<file path="src/issue_consts.svh">
`ifndef ISSUE_CONSTS_SVH
`define ISSUE_CONSTS_SVH

// Shared sizing for the issue stage

// Number of reservation station entries
`define RS_DEPTH 8

// Result tag width, gives 16 tags in flight
`define TAG_W 4

// Integer register width for RV32
`define XLEN 32

// Multiplier pipeline depth
// Partial products need at least two stages
`define MUL_STAGES 3

`endif

</file>
<file path="src/issue_pkg.sv">
`include "issue_consts.svh"

package issue_pkg;

    // Operations accepted by the issue stage
    // Encoding fits in four bits with room left over
    typedef enum logic [3:0] {
        op_add   = 4'd0,
        op_sub   = 4'd1,
        op_and   = 4'd2,
        op_or    = 4'd3,
        op_xor   = 4'd4,
        op_sll   = 4'd5,
        op_srl   = 4'd6,
        op_sra   = 4'd7,
        op_slt   = 4'd8,
        op_sltu  = 4'd9,
        op_mul   = 4'd10,
        op_mulhu = 4'd11
    } alu_op_e;

    // Functional unit that executes an operation
    typedef enum logic {
        fu_alu = 1'b0,
        fu_mul = 1'b1
    } fu_sel_e;

    // Route multiplies to the multiplier, everything else to the ALU
    function automatic fu_sel_e unit_of(input alu_op_e op);
        if (op == op_mul || op == op_mulhu) begin
            return fu_mul;
        end
        return fu_alu;
    endfunction

    // One reservation station slot
    // A source is either a captured value or a tag still pending
    typedef struct packed {
        logic                valid;
        alu_op_e             op;
        logic                src1_ready;
        logic [`TAG_W-1:0]   src1_tag;
        logic [`XLEN-1:0]    src1_val;
        logic                src2_ready;
        logic [`TAG_W-1:0]   src2_tag;
        logic [`XLEN-1:0]    src2_val;
        logic [`TAG_W-1:0]   dest_tag;
    } rs_entry_t;

endpackage

</file>
<file path="src/issue_ifs.sv">
`timescale 1ns/1ps
`include "issue_consts.svh"

// Request from the station to one functional unit
// Taken on a rising edge when valid and ready are both high
interface fu_req_if;
    logic                 valid;
    issue_pkg::alu_op_e   op;
    logic [`XLEN-1:0]     a;
    logic [`XLEN-1:0]     b;
    logic [`TAG_W-1:0]    tag;
    // Level signal from the unit
    logic                 ready;

    modport issuer (
        output valid, op, a, b, tag,
        input  ready
    );

    modport unit (
        input  valid, op, a, b, tag,
        output ready
    );
endinterface

// Result from one functional unit toward the CDB arbiter
// Leaves the unit at the edge where valid and grant are both high
interface fu_result_if;
    logic                 valid;
    logic [`TAG_W-1:0]    tag;
    logic [`XLEN-1:0]     data;
    // Driven back by the arbiter
    logic                 grant;

    modport unit (
        output valid, tag, data,
        input  grant
    );

    modport arbiter (
        input  valid, tag, data,
        output grant
    );
endinterface


</file>
<file path="src/alu_unit.sv">
`timescale 1ns/1ps
`include "issue_consts.svh"

module alu_unit (
    input  logic     clk,
    input  logic     rst,
    fu_req_if.unit   req,
    fu_result_if.unit res
);

    logic [4:0]           shamt;
    logic [`XLEN-1:0]     result;
    logic                 out_valid;
    logic [`TAG_W-1:0]    out_tag;
    logic [`XLEN-1:0]     out_data;
    logic                 take;

    // Shift amount from the low five bits of b
    assign shamt = req.b[4:0];

    always_comb begin
        case (req.op)
            issue_pkg::op_add:  result = req.a + req.b;
            issue_pkg::op_sub:  result = req.a - req.b;
            issue_pkg::op_and:  result = req.a & req.b;
            issue_pkg::op_or:   result = req.a | req.b;
            issue_pkg::op_xor:  result = req.a ^ req.b;
            issue_pkg::op_sll:  result = req.a << shamt;
            issue_pkg::op_srl:  result = req.a >> shamt;
            issue_pkg::op_sra:  result = $signed(req.a) >>> shamt;
            issue_pkg::op_slt:  result = {{(`XLEN-1){1'b0}}, $signed(req.a) < $signed(req.b)};
            issue_pkg::op_sltu: result = {{(`XLEN-1){1'b0}}, req.a < req.b};
            // Multiplies never arrive here
            default:            result = '0;
        endcase
    end

    // Accept when the holding register is empty or leaving this cycle
    assign req.ready = !out_valid || res.grant;
    assign take      = req.valid && req.ready;

    always_ff @(posedge clk) begin
        if (rst) begin
            out_valid <= 1'b0;
        end else if (take) begin
            out_valid <= 1'b1;
        end else if (res.grant) begin
            out_valid <= 1'b0;
        end
    end

    // Result payload, held while the CDB is busy
    always_ff @(posedge clk) begin
        if (take) begin
            out_tag  <= req.tag;
            out_data <= result;
        end
    end

    assign res.valid = out_valid;
    assign res.tag   = out_tag;
    assign res.data  = out_data;

endmodule

</file>
<file path="src/flat_wrapper.sv">
// flat-port wrapper written by rule: the top's interface ports become plain ports
module alu_unit_flat 
  (clk, rst, req_valid, req_op, req_a, req_b, req_tag, req_ready, res_valid, res_tag, res_data, res_grant);
  fu_req_if req_i ();
  fu_result_if res_i ();
  input  logic clk;
  input  logic rst;
  input wire logic [$bits(req_i.valid)-1:0] req_valid;
  input wire logic [$bits(req_i.op)-1:0] req_op;
  input wire logic [$bits(req_i.a)-1:0] req_a;
  input wire logic [$bits(req_i.b)-1:0] req_b;
  input wire logic [$bits(req_i.tag)-1:0] req_tag;
  output wire logic [$bits(req_i.ready)-1:0] req_ready;
  output wire logic [$bits(res_i.valid)-1:0] res_valid;
  output wire logic [$bits(res_i.tag)-1:0] res_tag;
  output wire logic [$bits(res_i.data)-1:0] res_data;
  input wire logic [$bits(res_i.grant)-1:0] res_grant;
  assign req_i.valid = req_valid;
  assign req_i.op = req_op;
  assign req_i.a = req_a;
  assign req_i.b = req_b;
  assign req_i.tag = req_tag;
  assign req_ready = req_i.ready;
  assign res_valid = res_i.valid;
  assign res_tag = res_i.tag;
  assign res_data = res_i.data;
  assign res_i.grant = res_grant;
  alu_unit u_core (.clk(clk), .rst(rst), .req(req_i), .res(res_i));
endmodule
</file>
<file path="config.mk">
export PLATFORM = sky130hd
export DESIGN_NAME = alu_unit_flat
export DESIGN_NICKNAME = d
export VERILOG_FILES = /design/src/issue_pkg.sv /design/src/issue_ifs.sv /design/src/alu_unit.sv /design/src/flat_wrapper.sv
export VERILOG_INCLUDE_DIRS = /design/src
export SDC_FILE = /design/constraint.sdc
export NUM_CORES = 1
export LEC_CHECK = 0
export ABC_AREA = 0
export BUFFER_PORTS_ARGS = -buffer_cell sky130_fd_sc_hd__buf_2
export CELL_PAD_IN_SITES_DETAIL_PLACEMENT = 1
export CELL_PAD_IN_SITES_GLOBAL_PLACEMENT = 1
export CORE_ASPECT_RATIO = 1.75
export CORE_MARGIN = 1.5
export CORE_UTILIZATION = 40
export DETAILED_ROUTE_END_ITERATION = 12
export PLACE_DENSITY_LB_ADDON = 0.1
export SLEW_MARGIN = 25
export SYNTH_ARGS = -nofsm -noshare
export SYNTH_HDL_FRONTEND = slang
export SYNTH_SLANG_ARGS = --single-unit
export TNS_END_PERCENT = 10
</file>
<file path="constraint.sdc">
create_clock -name clk -period 10.3 [get_ports clk]
set_input_delay 2.06 -clock clk [delete_from_list [all_inputs] [get_ports clk]]
set_output_delay 2.06 -clock clk [all_outputs]
set_load 0.01 [all_outputs]
</file>
==> summary.md, run 1 <==
| Metric | Value |
|---|---|
| Status | `complete, no violations` |
| IO Pins | `114` |
| Ys flop type | `edfxtp_1` |
| Critical path's top delay family | `compound AO/OA/AOI/OAI gates` |
| Leakage | `between 0.004 and 0.005 uW` |
| Initial DRC count | `780` |
| Core area | `23400 um^2` |
| Hold_buf cts | `0` |
| First-pass DRT Iterations | `5` |
| Peak Freq | `~160 MHz` |
| Cells after synthesis | `around 1300` |
| CTS tree | `done` |
| RSZ-0062 raised after global routing | `false` |
| Post-CTS Resized | `0` |
| Hold Path End | `u_core.res.valid$_SDFFE_PP0P_` |
| Total CTS buffers | `5` |
| Tot Pwr | `between 800 and 900 uW` |
| Clk slew on worst S/H paths | `70 ps` |
| Vias | `approximately 11000` |
| Critical Path RT | `10350 ps` |
| Pwr dens | `around 84 nW/um^2` |
| Syn avg cell area | `7.42 um^2` |
| Clk_skew | `~6.3 ps` |
| Hold Path Stages | `2` |
| Number of post-CTS setup repair buffers | `0` |
| # port buffers | `113` |
| Placement Setup Slack | `between 3000 and 4000 ps` |
| Setup CP Type | `in -> reg` |
| CP max FO | `60` |
| Post-route antenna net violation count | `0` |
| R2r startpoint | `u_core.res.valid$_SDFFE_PP0P_` |
| Sequential area share after synthesis | `11.5%` |
| Final hold viol count | `0` |
| Placed Area | `10200 um^2` |
| Largest net degree at the start of global routing | `70` |
| Worst Tran Pin Value | `1000 ps` |
| Reg2Reg Setup Slack | `8690 ps` |
| Worst-path cell chain | `buf_2 -> buf_4 -> clkinv_1 -> buf_4 -> ha_1 -> o21bai_1 -> a2111oi_2 -> nor4_1 -> o41ai_2 -> a311oi_1 -> o311ai_1 -> mux2i_1 -> nor2_1 -> a2111o_1` |
| CP most frequent cell | `buf_4` |
| CTS sink cnt | `37` |
| Multi-input logic area | `7630 um^2` |
| GRT Resource Usage Total | `between 30% and 40%` |
| Post-route cell area | `10400 um^2` |
| Setup Total Neg Slack | `0 ps` |
| Tcrit/Tclk final | `60.5%` |
| Synth warn | `0` |
| DRC | `0` |
| # nets final | `1503` |
| Initial antenna violation count | `0` |
| Number of synthesized flops with an enable pin | `36` |
| Minimum clock period | `6230 ps` |
| Worst hold path type | `reg -> reg` |
| Reg-to-reg endpoint | `u_core.res.data[2]$_DFFE_PP_` |
| DP HPWL | `roughly 35 mm` |
| Max IR drop VDD | `0.0550 mV` |
| MaxCap Viol Count | `0` |
| Crit end category | `register` |
| Max-Slew Margin vs Limit | `32.9%` |
| Cell accounting for the most synthesized area | `ha_1` |
| # fillers | `3032` |
| # setup viols final | `0` |
| Final WS setup | `4070 ps` |
| Critical path's largest stage delay | `590 ps` |
| Worst skew pair latency | `around 300 ps` |
| Post-Syn Nets | `1462` |
| Wire per inst | `approximately 28 um` |
| Startpoint Class | `input port` |
| Gr ovfl total | `0` |
| Arrival time worst endpoint | `about 6300 ps` |
| Final wirelength | `45.3 mm` |
| First-pass GRT wire length | `approximately 67 mm` |
| Vias in the first global route | `10800` |
| Pins Over Slew Limit | `0` |
| Clock root cell | `clkbuf_16` |
| Chip width | `120 um` |
| Clock buffer depth | `2` |
| Cell variety after synth | `93` |
| Seq cells post-synth | `37` |
| H-tree Lvls | `2` |
| Mapped Area | `9540 um^2` |
| Die H | `207 um` |
| Register Area | `around 1100 um^2` |
| CP max-delay cell | `o41ai_2` |
| FP Rows | `between 70 and 80` |
| Layout cells sized above 1 | `16.2%` |
| Global placement routability congestion | `~1.0` |
| Hold_sp | `u_core.res.valid$_SDFFE_PP0P_` |
| Antenna fix cells | `0` |
| Area share of the largest cell type after synthesis | `about an eighth` |
| Worst reg-to-reg path cell count | `2` |
| Initial Util | `around two fifths` |
| Area delta synth->final | `8.54%` |
| Async SR Flop Fraction | `0%` |
| Vias per inst | `6.64` |
| CP bufs+invs | `4` |
| Total die area | `24800 um^2` |
| Top cells by area, synth | `ha_1, edfxtp_1, mux4_2` |
## cell usage after synthesis (15+ instances only)
| master | n |
|---|---|
| o21ai_0 | 88 |
| xnor2_1 | 15 |
| ha_1 | 98 |
| buf_2 | 17 |
| edfxtp_1 | 36 |
| or3_1 | 20 |
| a21o_1 | 16 |
| inv_1 | 100 |
| mux2i_1 | 38 |
| o21ai_1 | 21 |
| o211ai_1 | 18 |
| nor2_1 | 162 |
| a211oi_1 | 33 |
| a221oi_1 | 23 |
| nand2_1 | 102 |
| nand3_1 | 29 |
| nor3_1 | 29 |
| mux4_2 | 45 |
| a21oi_1 | 111 |
| clkbuf_1 | 64 |
## registers in the layout (all words and copies together), names as in the netlist
| register | cells |
|---|---|
| u_core.res.tag | 4 |
| u_core.res.valid | 1 |
| u_core.res.data | 32 |
## worst min-delay path, delay by kind of cell (launching register included)
kind / cells / cell delay (ps)
flops: 1 / 310
compound gates: 1 / 70
simple gates: 1 / 100
## power by group
| group | total, uW | leakage (uW) | internal [uW] | switching, uW |
|---|---|---|---|---|
| Combinational | 518 | 0.00399 | 181 | 337 |
| Sequential | 187 | 0.000365 | 184 | 3.30 |
| Clock | 169 | 0.0000702 | 90.6 | 78.6 |
## cells in the final DEF, fill, tap and decap left out, types with 9 or more instances in the layout
cell type / Yosys / layout
nand2_1: 102 / 102
a21oi_1: 111 / 111
a21o_1: 16 / 16
inv_1: 100 / 100
a221oi_1: 23 / 23
nor2_1: 162 / 161
xnor2_1: 15 / 15
mux4_2: 45 / 45
buf_2: 17 / 112
or3_1: 20 / 20
a31oi_1: 12 / 12
nor2b_1: 9 / 9
o21ai_1: 21 / 21
a211oi_1: 33 / 33
buf_4: 1 / 20
o21ai_0: 88 / 88
o21bai_1: 11 / 11
nand2b_1: 11 / 11
o211ai_1: 18 / 18
o31ai_1: 11 / 11
mux2i_1: 38 / 38
nor3_1: 29 / 29
edfxtp_1: 36 / 36
nand3_1: 29 / 29
ha_1: 98 / 98
## layer usage
metal | track usage, % | part of all wire, %
met1 | 37.8 | 35
met2 | 62.0 | 49
met3 | 3.65 | 4.5
met4 | 31.4 | 11
met5 | 0 | 0
## area by class of cell
type,instances,share of cell area (%)
Clock inverter,3,0.205
Inverter,104,3.77
Multi-Input combinational cell,1047,73.6
Timing Repair Buffer,132,6.86
Sequential cell,37,10.6
Clock buffer,5,1.21
Tap cell,304,3.67
## cell families after synthesis
logic type      Yosys count  synth area share (%)
compound gates          433                  30.0
xor+xnor                 16                  1.47
fa+ha+maj               100                  13.3
buf+inv                 202                  8.70
flops                    37                  11.5
mux                      93                  15.8
simple gates            405                  19.3
## worst max-delay path by stage
stage,startpoint,endpoint,slack (ps),depth (start not counted)
5_1_grt,req_b[2],u_core.res.data[26]$_DFFE_PP_,3810,14
2_1_floorplan,req_b[3],u_core.res.data[26]$_DFFE_PP_,4590,14
3_5_place_dp,req_b[4],u_core.res.data[26]$_DFFE_PP_,3870,13
3_3_place_gp,req_b[2],u_core.res.data[26]$_DFFE_PP_,3900,14
4_1_cts,req_b[2],u_core.res.data[26]$_DFFE_PP_,4160,14
6_report,req_b[2],u_core.res.data[26]$_DFFE_PP_,4070,14
## stage by stage
stage | cells | utilization (%) | hold slack [ps]
detailed placement | 1624 | 43.6 | 514
global placement | 1624 | 43.6 | 500
global route | 1632 | 44.2 | 559
floorplan | 1286 | - | 593
finish | 1632 | 44.2 | 517
CTS | 1632 | 44.2 | 524
No activity file was read; power rests on OpenSTA's default activity.
==> run 2, diff against run 1 <==
- clock period: 10.3 -> 5.9 ns (I/O delays scaled with it)
==> run 2 against run 1 <==
  * Cell count up 0.61%
  * Hold slack got worse by 3.4 ps
  * Total power grew 76%
  * Worst setup slack worse by 3200 ps
  * Die area is the same
  * Critical path depth down 2
  * Core utilization up 0.32 points
  * Register-to-register slack lost 4400 ps
  * Design area up 0.71%
  * First-iteration DRC count is 9.9% lower
  * Clock power is 75% higher
  * Critical path type unchanged
==> summary.md, run 2 (synthesized netlist as in run 1, its figures left out) <==
| Metric | Value |
|---|---|
| Critical path's top delay family | `compound AO/OA/AOI/OAI gates` |
| Number of post-CTS setup repair buffers | `0` |
| Setup CP Type | `in -> reg` |
| Max IR drop VDD | `0.0905 mV` |
| Placement Setup Slack | `~650 ps` |
| Reg-to-reg endpoint | `u_core.res.data[3]$_DFFE_PP_` |
| Global placement routability congestion | `1.02` |
| # nets final | `1513` |
| Final hold viol count | `0` |
| CP max FO | `30` |
| Layout cells sized above 1 | `16.7%` |
| # port buffers | `113` |
| Vias | `10900` |
| Total die area | `24800 um^2` |
| Clk_skew | `7.48 ps` |
| Pwr dens | `147 nW/um^2` |
| Clock root cell | `clkbuf_16` |
| Minimum clock period | `5000 ps` |
| Clock buffer depth | `2` |
| Most frequent cells in the layout | `nor2_1, buf_2, a21oi_1` |
| Worst hold path type | `reg -> reg` |
| Hold_buf cts | `0` |
| Worst-path cell chain | `buf_2 -> clkinv_1 -> ha_1 -> o21bai_1 -> a2111oi_2 -> nor4_1 -> o41ai_2 -> a31oi_2 -> a41oi_2 -> o221ai_2 -> mux2i_1 -> or3_1` |
| Critical path's largest stage delay | `630 ps` |
| Most common cell after layout, fill and taps aside | `nor2_1` |
| FP Rows | `74` |
| MaxCap Viol Count | `0` |
| Worst reg-to-reg path cell count | `2` |
| First-pass GRT wire length | `69.4 mm` |
| Vias in the first global route | `11100` |
| # setup viols final | `0` |
| Status | `complete, no violations` |
| H-tree Lvls | `2` |
| Largest net degree at the start of global routing | `71` |
| Tot Pwr | `1540 uW` |
| GRT Resource Usage Total | `37.2%` |
| Vias per inst | `~6.6` |
| Pins Over Slew Limit | `0` |
| Max reg flops | `32` |
| CP bufs+invs | `2` |
| Core area | `~23000 um^2` |
| Startpoint Class | `input port` |
| Setup Total Neg Slack | `0 ps` |
| First-pass DRT Iterations | `5` |
| Arrival time worst endpoint | `about 5100 ps` |
| Hold Path Stages | `2` |
| Final Util | `44.5%` |
| Leakage | `approximately 0.0045 uW` |
| Chip width | `roughly 120 um` |
| Hold Path End | `u_core.res.valid$_SDFFE_PP0P_` |
| Area delta synth->final | `9.31%` |
| Critical Path RT | `5950 ps` |
| Clk slew on worst S/H paths | `70 ps` |
| Worst Setup SP | `req_b[2]` |
| Worst skew pair latency | `slightly above 300 ps` |
| Peak Freq | `200 MHz` |
| Hold_ws | `513 ps` |
| Worst Tran Pin Value | `1090 ps` |
| Reg2Reg Setup Slack | `4250 ps` |
| DRC | `0` |
| CP max-delay cell | `o41ai_2` |
| Hold_sp | `u_core.res.valid$_SDFFE_PP0P_` |
| Final WS setup | `903 ps` |
| Post-route antenna net violation count | `0` |
| CTS sink cnt | `37` |
| Antenna fix cells | `0` |
| DP HPWL | `36.4 mm` |
| CTS tree | `done` |
| Crit end category | `register` |
| Max-Slew Margin vs Limit | `between 20% and 30%` |
| R2r startpoint | `u_core.res.valid$_SDFFE_PP0P_` |
| Initial antenna violation count | `0` |
| Die H | `207 um` |
| Post-CTS Resized | `0` |
| Final wirelength | `46.6 mm` |
| Total CTS buffers | `5` |
| Tcrit/Tclk final | `84.7%` |
| Initial DRC count | `between 700 and 800` |
| RSZ-0062 raised after global routing | `false` |
| IO Pins | `114` |
| Wire per inst | `28.4 um` |
| Initial Util | `between 40% and 50%` |
| Gr ovfl total | `0` |
-- run 2: cell types whose count changed in the layout (fill, tap and decap cells not counted), sizes merged --
| cell | previous run | this run |
|---|---|---|
| buf | 132 | 142 |
| clkinv | 4 | 6 |
| clkinvlp | 1 | 0 |
| inv | 102 | 101 |
-- run 2: final cells by class --
cell class | count | area, um^2
clock buffer | 5 | 125
clock inverter | 3 | 22.5
fill | 2988 | 13000
inverter | 104 | 390
multi-input combinational | 1047 | 7620
sequential | 37 | 1100
tap | 304 | 380
timing repair buffer | 142 | 786
-- run 2: routing by layer --
layer / vias up / share of wire, % / global-route usage [%]
met3: 200 / 4.9 / 4.51
met2: 480 / 50 / 65.2
met5: - / 0 / 0
li1: 4854 / - / -
met1: 5336 / 35 / 38.9
met4: 0 / 11 / 32.0
-- run 2: worst max path at each step --
| stage | slack [ps] | cells after the start | endpoint |
|---|---|---|---|
| after global routing | 710 | 12 | u_core.res.data[26]$_DFFE_PP_ |
| final | 900 | 12 | u_core.res.data[28]$_DFFE_PP_ |
| after floorplan | 1070 | 14 | u_core.res.data[26]$_DFFE_PP_ |
| after detailed placement | 650 | 12 | u_core.res.data[26]$_DFFE_PP_ |
| after CTS | 960 | 12 | u_core.res.data[28]$_DFFE_PP_ |
| after global placement | 780 | 12 | u_core.res.data[28]$_DFFE_PP_ |
-- run 2: worst reg2reg max path, stage by stage (launching register included) --
cell and delay (ps):
dfxtp_1 310, nand2b_1 100, and2_2 850
-- run 2: through the flow --
step,std cells,area [um^2]
floorplan,1286,9540
global placement,1634,10300
detailed placement,1634,10300
CTS,1642,10400
global route,1642,10400
finish,1642,10400
-- run 2: power by group --
part | leakage [uW] | switching, uW | internal (uW) | total, uW
Combinational | 0.00403 | 595 | 320 | 914
Clock | 0.0000738 | 138 | 158 | 296
Sequential | 0.000365 | 5.60 | 321 | 326
Total | 0.00447 | 738 | 799 | 1540
==> run 3, diff against run 2 <==
- clock period: 5.9 -> 4.2 ns (I/O delays scaled with it)
==> run 3 against run 2 <==
  * Global-route usage is 1.4 points higher
  * Critical path depth is 4 higher
  * Critical endpoint is now u_core.res.data[26]$_DFFE_PP_
  * Die area stayed put
  * Largest power group unchanged
  * Non-clock buffer count is 73 higher
  * Design area is 5.6% higher
  * Critical path type unchanged
  * Clock power is 39% higher
  * Sequential power is 41% higher
  * Clock-buffer cell count stayed put
  * Sequential share of layout area is 0.56 points lower
  * Cell count is 4.4% higher
  * Highest routed layer unchanged
  * Total power is 46% higher
==> summary.md, run 3 (synthesized netlist as in run 1, its figures left out) <==
| Metric | Value |
|---|---|
| Status | `complete, no violations` |
| Most common cell after layout, fill and taps aside | `nor2_1` |
| Worst Tran Pin Value | `~1200 ps` |
| Gr ovfl total | `0` |
| Final wirelength | `48.7 mm` |
| Final Util | `between 40% and 50%` |
| First-pass DRT Iterations | `5` |
| Core area | `23400 um^2` |
| MaxCap Viol Count | `0` |
| Flop pwr share | `approximately a fifth` |
| Wire per inst | `between 20 and 30 um` |
| Max IR drop VDD | `0.191 mV` |
| Placed Area | `about 11000 um^2` |
| Critical path's largest stage delay | `570 ps` |
| Worst hold path type | `reg -> reg` |
| Reg2Reg Setup Slack | `between 2000 and 3000 ps` |
| Arrival time worst endpoint | `4090 ps` |
| Vias per inst | `6.59` |
| FP Rows | `74` |
| Global placement routability congestion | `just over 1` |
| Area delta synth->final | `15.5%` |
| Post-route cell area | `11000 um^2` |
| Register Area | `1100 um^2` |
| Internal power | `1180 uW` |
| DRC | `0` |
| Startpoint Class | `input port` |
| Tcrit/Tclk final | `96.4%` |
| CTS tree | `done` |
| Antenna fix cells | `0` |
| Comb power frac | `61.1%` |
| RSZ-0062 raised after global routing | `false` |
| Hold_ws | `502 ps` |
| Max reg flops | `32` |
| Clock buffer depth | `2` |
| Vias | `11300` |
| Reg-to-reg endpoint | `u_core.res.data[3]$_DFFE_PP_` |
| CP max-delay cell | `a2111oi_2` |
| Initial Util | `40.7%` |
| # port buffers | `roughly 110` |
| # setup viols final | `0` |
| Final hold viol count | `0` |
| Minimum clock period | `4050 ps` |
| Worst reg-to-reg path cell count | `2` |
| H-tree Lvls | `2` |
| CP max FO | `5` |
| R2r startpoint | `u_core.res.valid$_SDFFE_PP0P_` |
| Largest net degree at the start of global routing | `78` |
| # fillers | `3030` |
| Die H | `between 200 and 250 um` |
| Vias in the first global route | `11500` |
| Worst skew pair latency | `290 ps` |
| Max-Slew Margin vs Limit | `22.4%` |
| Chip width | `120 um` |
| CP endpoint | `u_core.res.data[26]$_DFFE_PP_` |
| Multi-input logic area | `7640 um^2` |
| Clock root cell | `clkbuf_16` |
| Worst path depth | `16` |
| Sw frac | `a little under half` |
| Pins Over Slew Limit | `0` |
| Critical path's top delay family | `compound AO/OA/AOI/OAI gates` |
| Leakage | `0.00483 uW` |
| Setup CP Type | `in -> reg` |
| Worst Setup SP | `req_a[0]` |
| Worst-path cell chain | `buf_2 -> inv_1 -> ha_1 -> fa_1 -> o21bai_1 -> buf_4 -> a2111oi_2 -> nor4_1 -> o41ai_2 -> buf_4 -> a311oi_1 -> buf_4 -> o311ai_1 -> mux2i_1 -> nor2_1 -> a2111o_1` |
| Initial DRC count | `roughly 850` |
| Initial antenna violation count | `0` |
| IO Pins | `approximately 110` |
| CP bufs+invs | `5` |
| GRT Resource Usage Total | `38.6%` |
| Post-route antenna net violation count | `0` |
| First-pass GRT wire length | `71.9 mm` |
| Total CTS buffers | `5` |
| Layout cells sized above 1 | `21.2%` |
| Critical Path RT | `4240 ps` |
| Part of the power in the clock network | `18.3%` |
| CP most frequent cell | `buf_4` |
| Total die area | `24800 um^2` |
| Crit end category | `register` |
| Hold_buf cts | `0` |
| DP HPWL | `38.3 mm` |
| Switching pwr | `around 1100 uW` |
| # nets final | `~1600` |
| Pwr dens | `roughly 200 nW/um^2` |
| Clk_skew | `between 7 and 8 ps` |
| CTS sink cnt | `37` |
| Tot Pwr | `2240 uW` |
| Most frequent cells in the layout | `nor2_1, buf_2, a21oi_1` |
| Peak Freq | `247 MHz` |
| Number of post-CTS setup repair buffers | `0` |
| Post-CTS Resized | `0` |
| Clk slew on worst S/H paths | `70 ps` |
[run 3: final cells by class]
cell class | instances | area share [%]
Clock buffer | 5 | 1.14
Clock inverter | 3 | 0.204
Inverter | 104 | 3.56
Multi-Input combinational cell | 1047 | 69.3
Sequential cell | 37 | 10.0
Tap cell | 304 | 3.45
Timing Repair Buffer | 215 | 12.3
[run 3: tightest hold or removal path, stage by stage (launching register included)]
cell and delay, ps:
dfxtp_1 310, nand2b_1 90, a21oi_1 70
[run 3: how the worst min path moves through the flow]
stage | startpoint | end | cells after the start
global route | u_core.res.valid$_SDFFE_PP0P_ | u_core.res.valid$_SDFFE_PP0P_ | 2
CTS | u_core.res.valid$_SDFFE_PP0P_ | u_core.res.valid$_SDFFE_PP0P_ | 2
global placement | u_core.res.valid$_SDFFE_PP0P_ | u_core.res.valid$_SDFFE_PP0P_ | 2
floorplan | u_core.res.valid$_SDFFE_PP0P_ | u_core.res.valid$_SDFFE_PP0P_ | 2
finish | u_core.res.valid$_SDFFE_PP0P_ | u_core.res.valid$_SDFFE_PP0P_ | 2
detailed placement | u_core.res.valid$_SDFFE_PP0P_ | u_core.res.valid$_SDFFE_PP0P_ | 2
[run 3: power by group through the flow]
| stage | clock [uW] | combinational [uW] | sequential (uW) |
|---|---|---|---|
| 2_1_floorplan | 0 | 796 | 486 |
| 3_3_place_gp | 0 | 1320 | 467 |
| 3_5_place_dp | 0 | 1330 | 468 |
| 4_1_cts | 424 | 1340 | 460 |
| 5_1_grt | 430 | 1460 | 462 |
| 6_report | 410 | 1370 | 459 |
[run 3: routing by layer]
| metal | part of all wire, % | track usage (%) |
|---|---|---|
| met4 | 12 | 36.9 |
| met2 | 49 | 67.6 |
| met1 | 34 | 39.2 |
| met5 | 0 | 0 |
| met3 | 4.9 | 4.04 |
[run 3: per-stage QoR]
stage	setup slack, ps	TNS [ps]	instances
floorplan	48.1	0	1286
global placement	53.3	0	1707
detailed placement	-47.1	-84.9	1707
CTS	241	0	1715
global route	41.9	0	1715
finish	152	0	1715
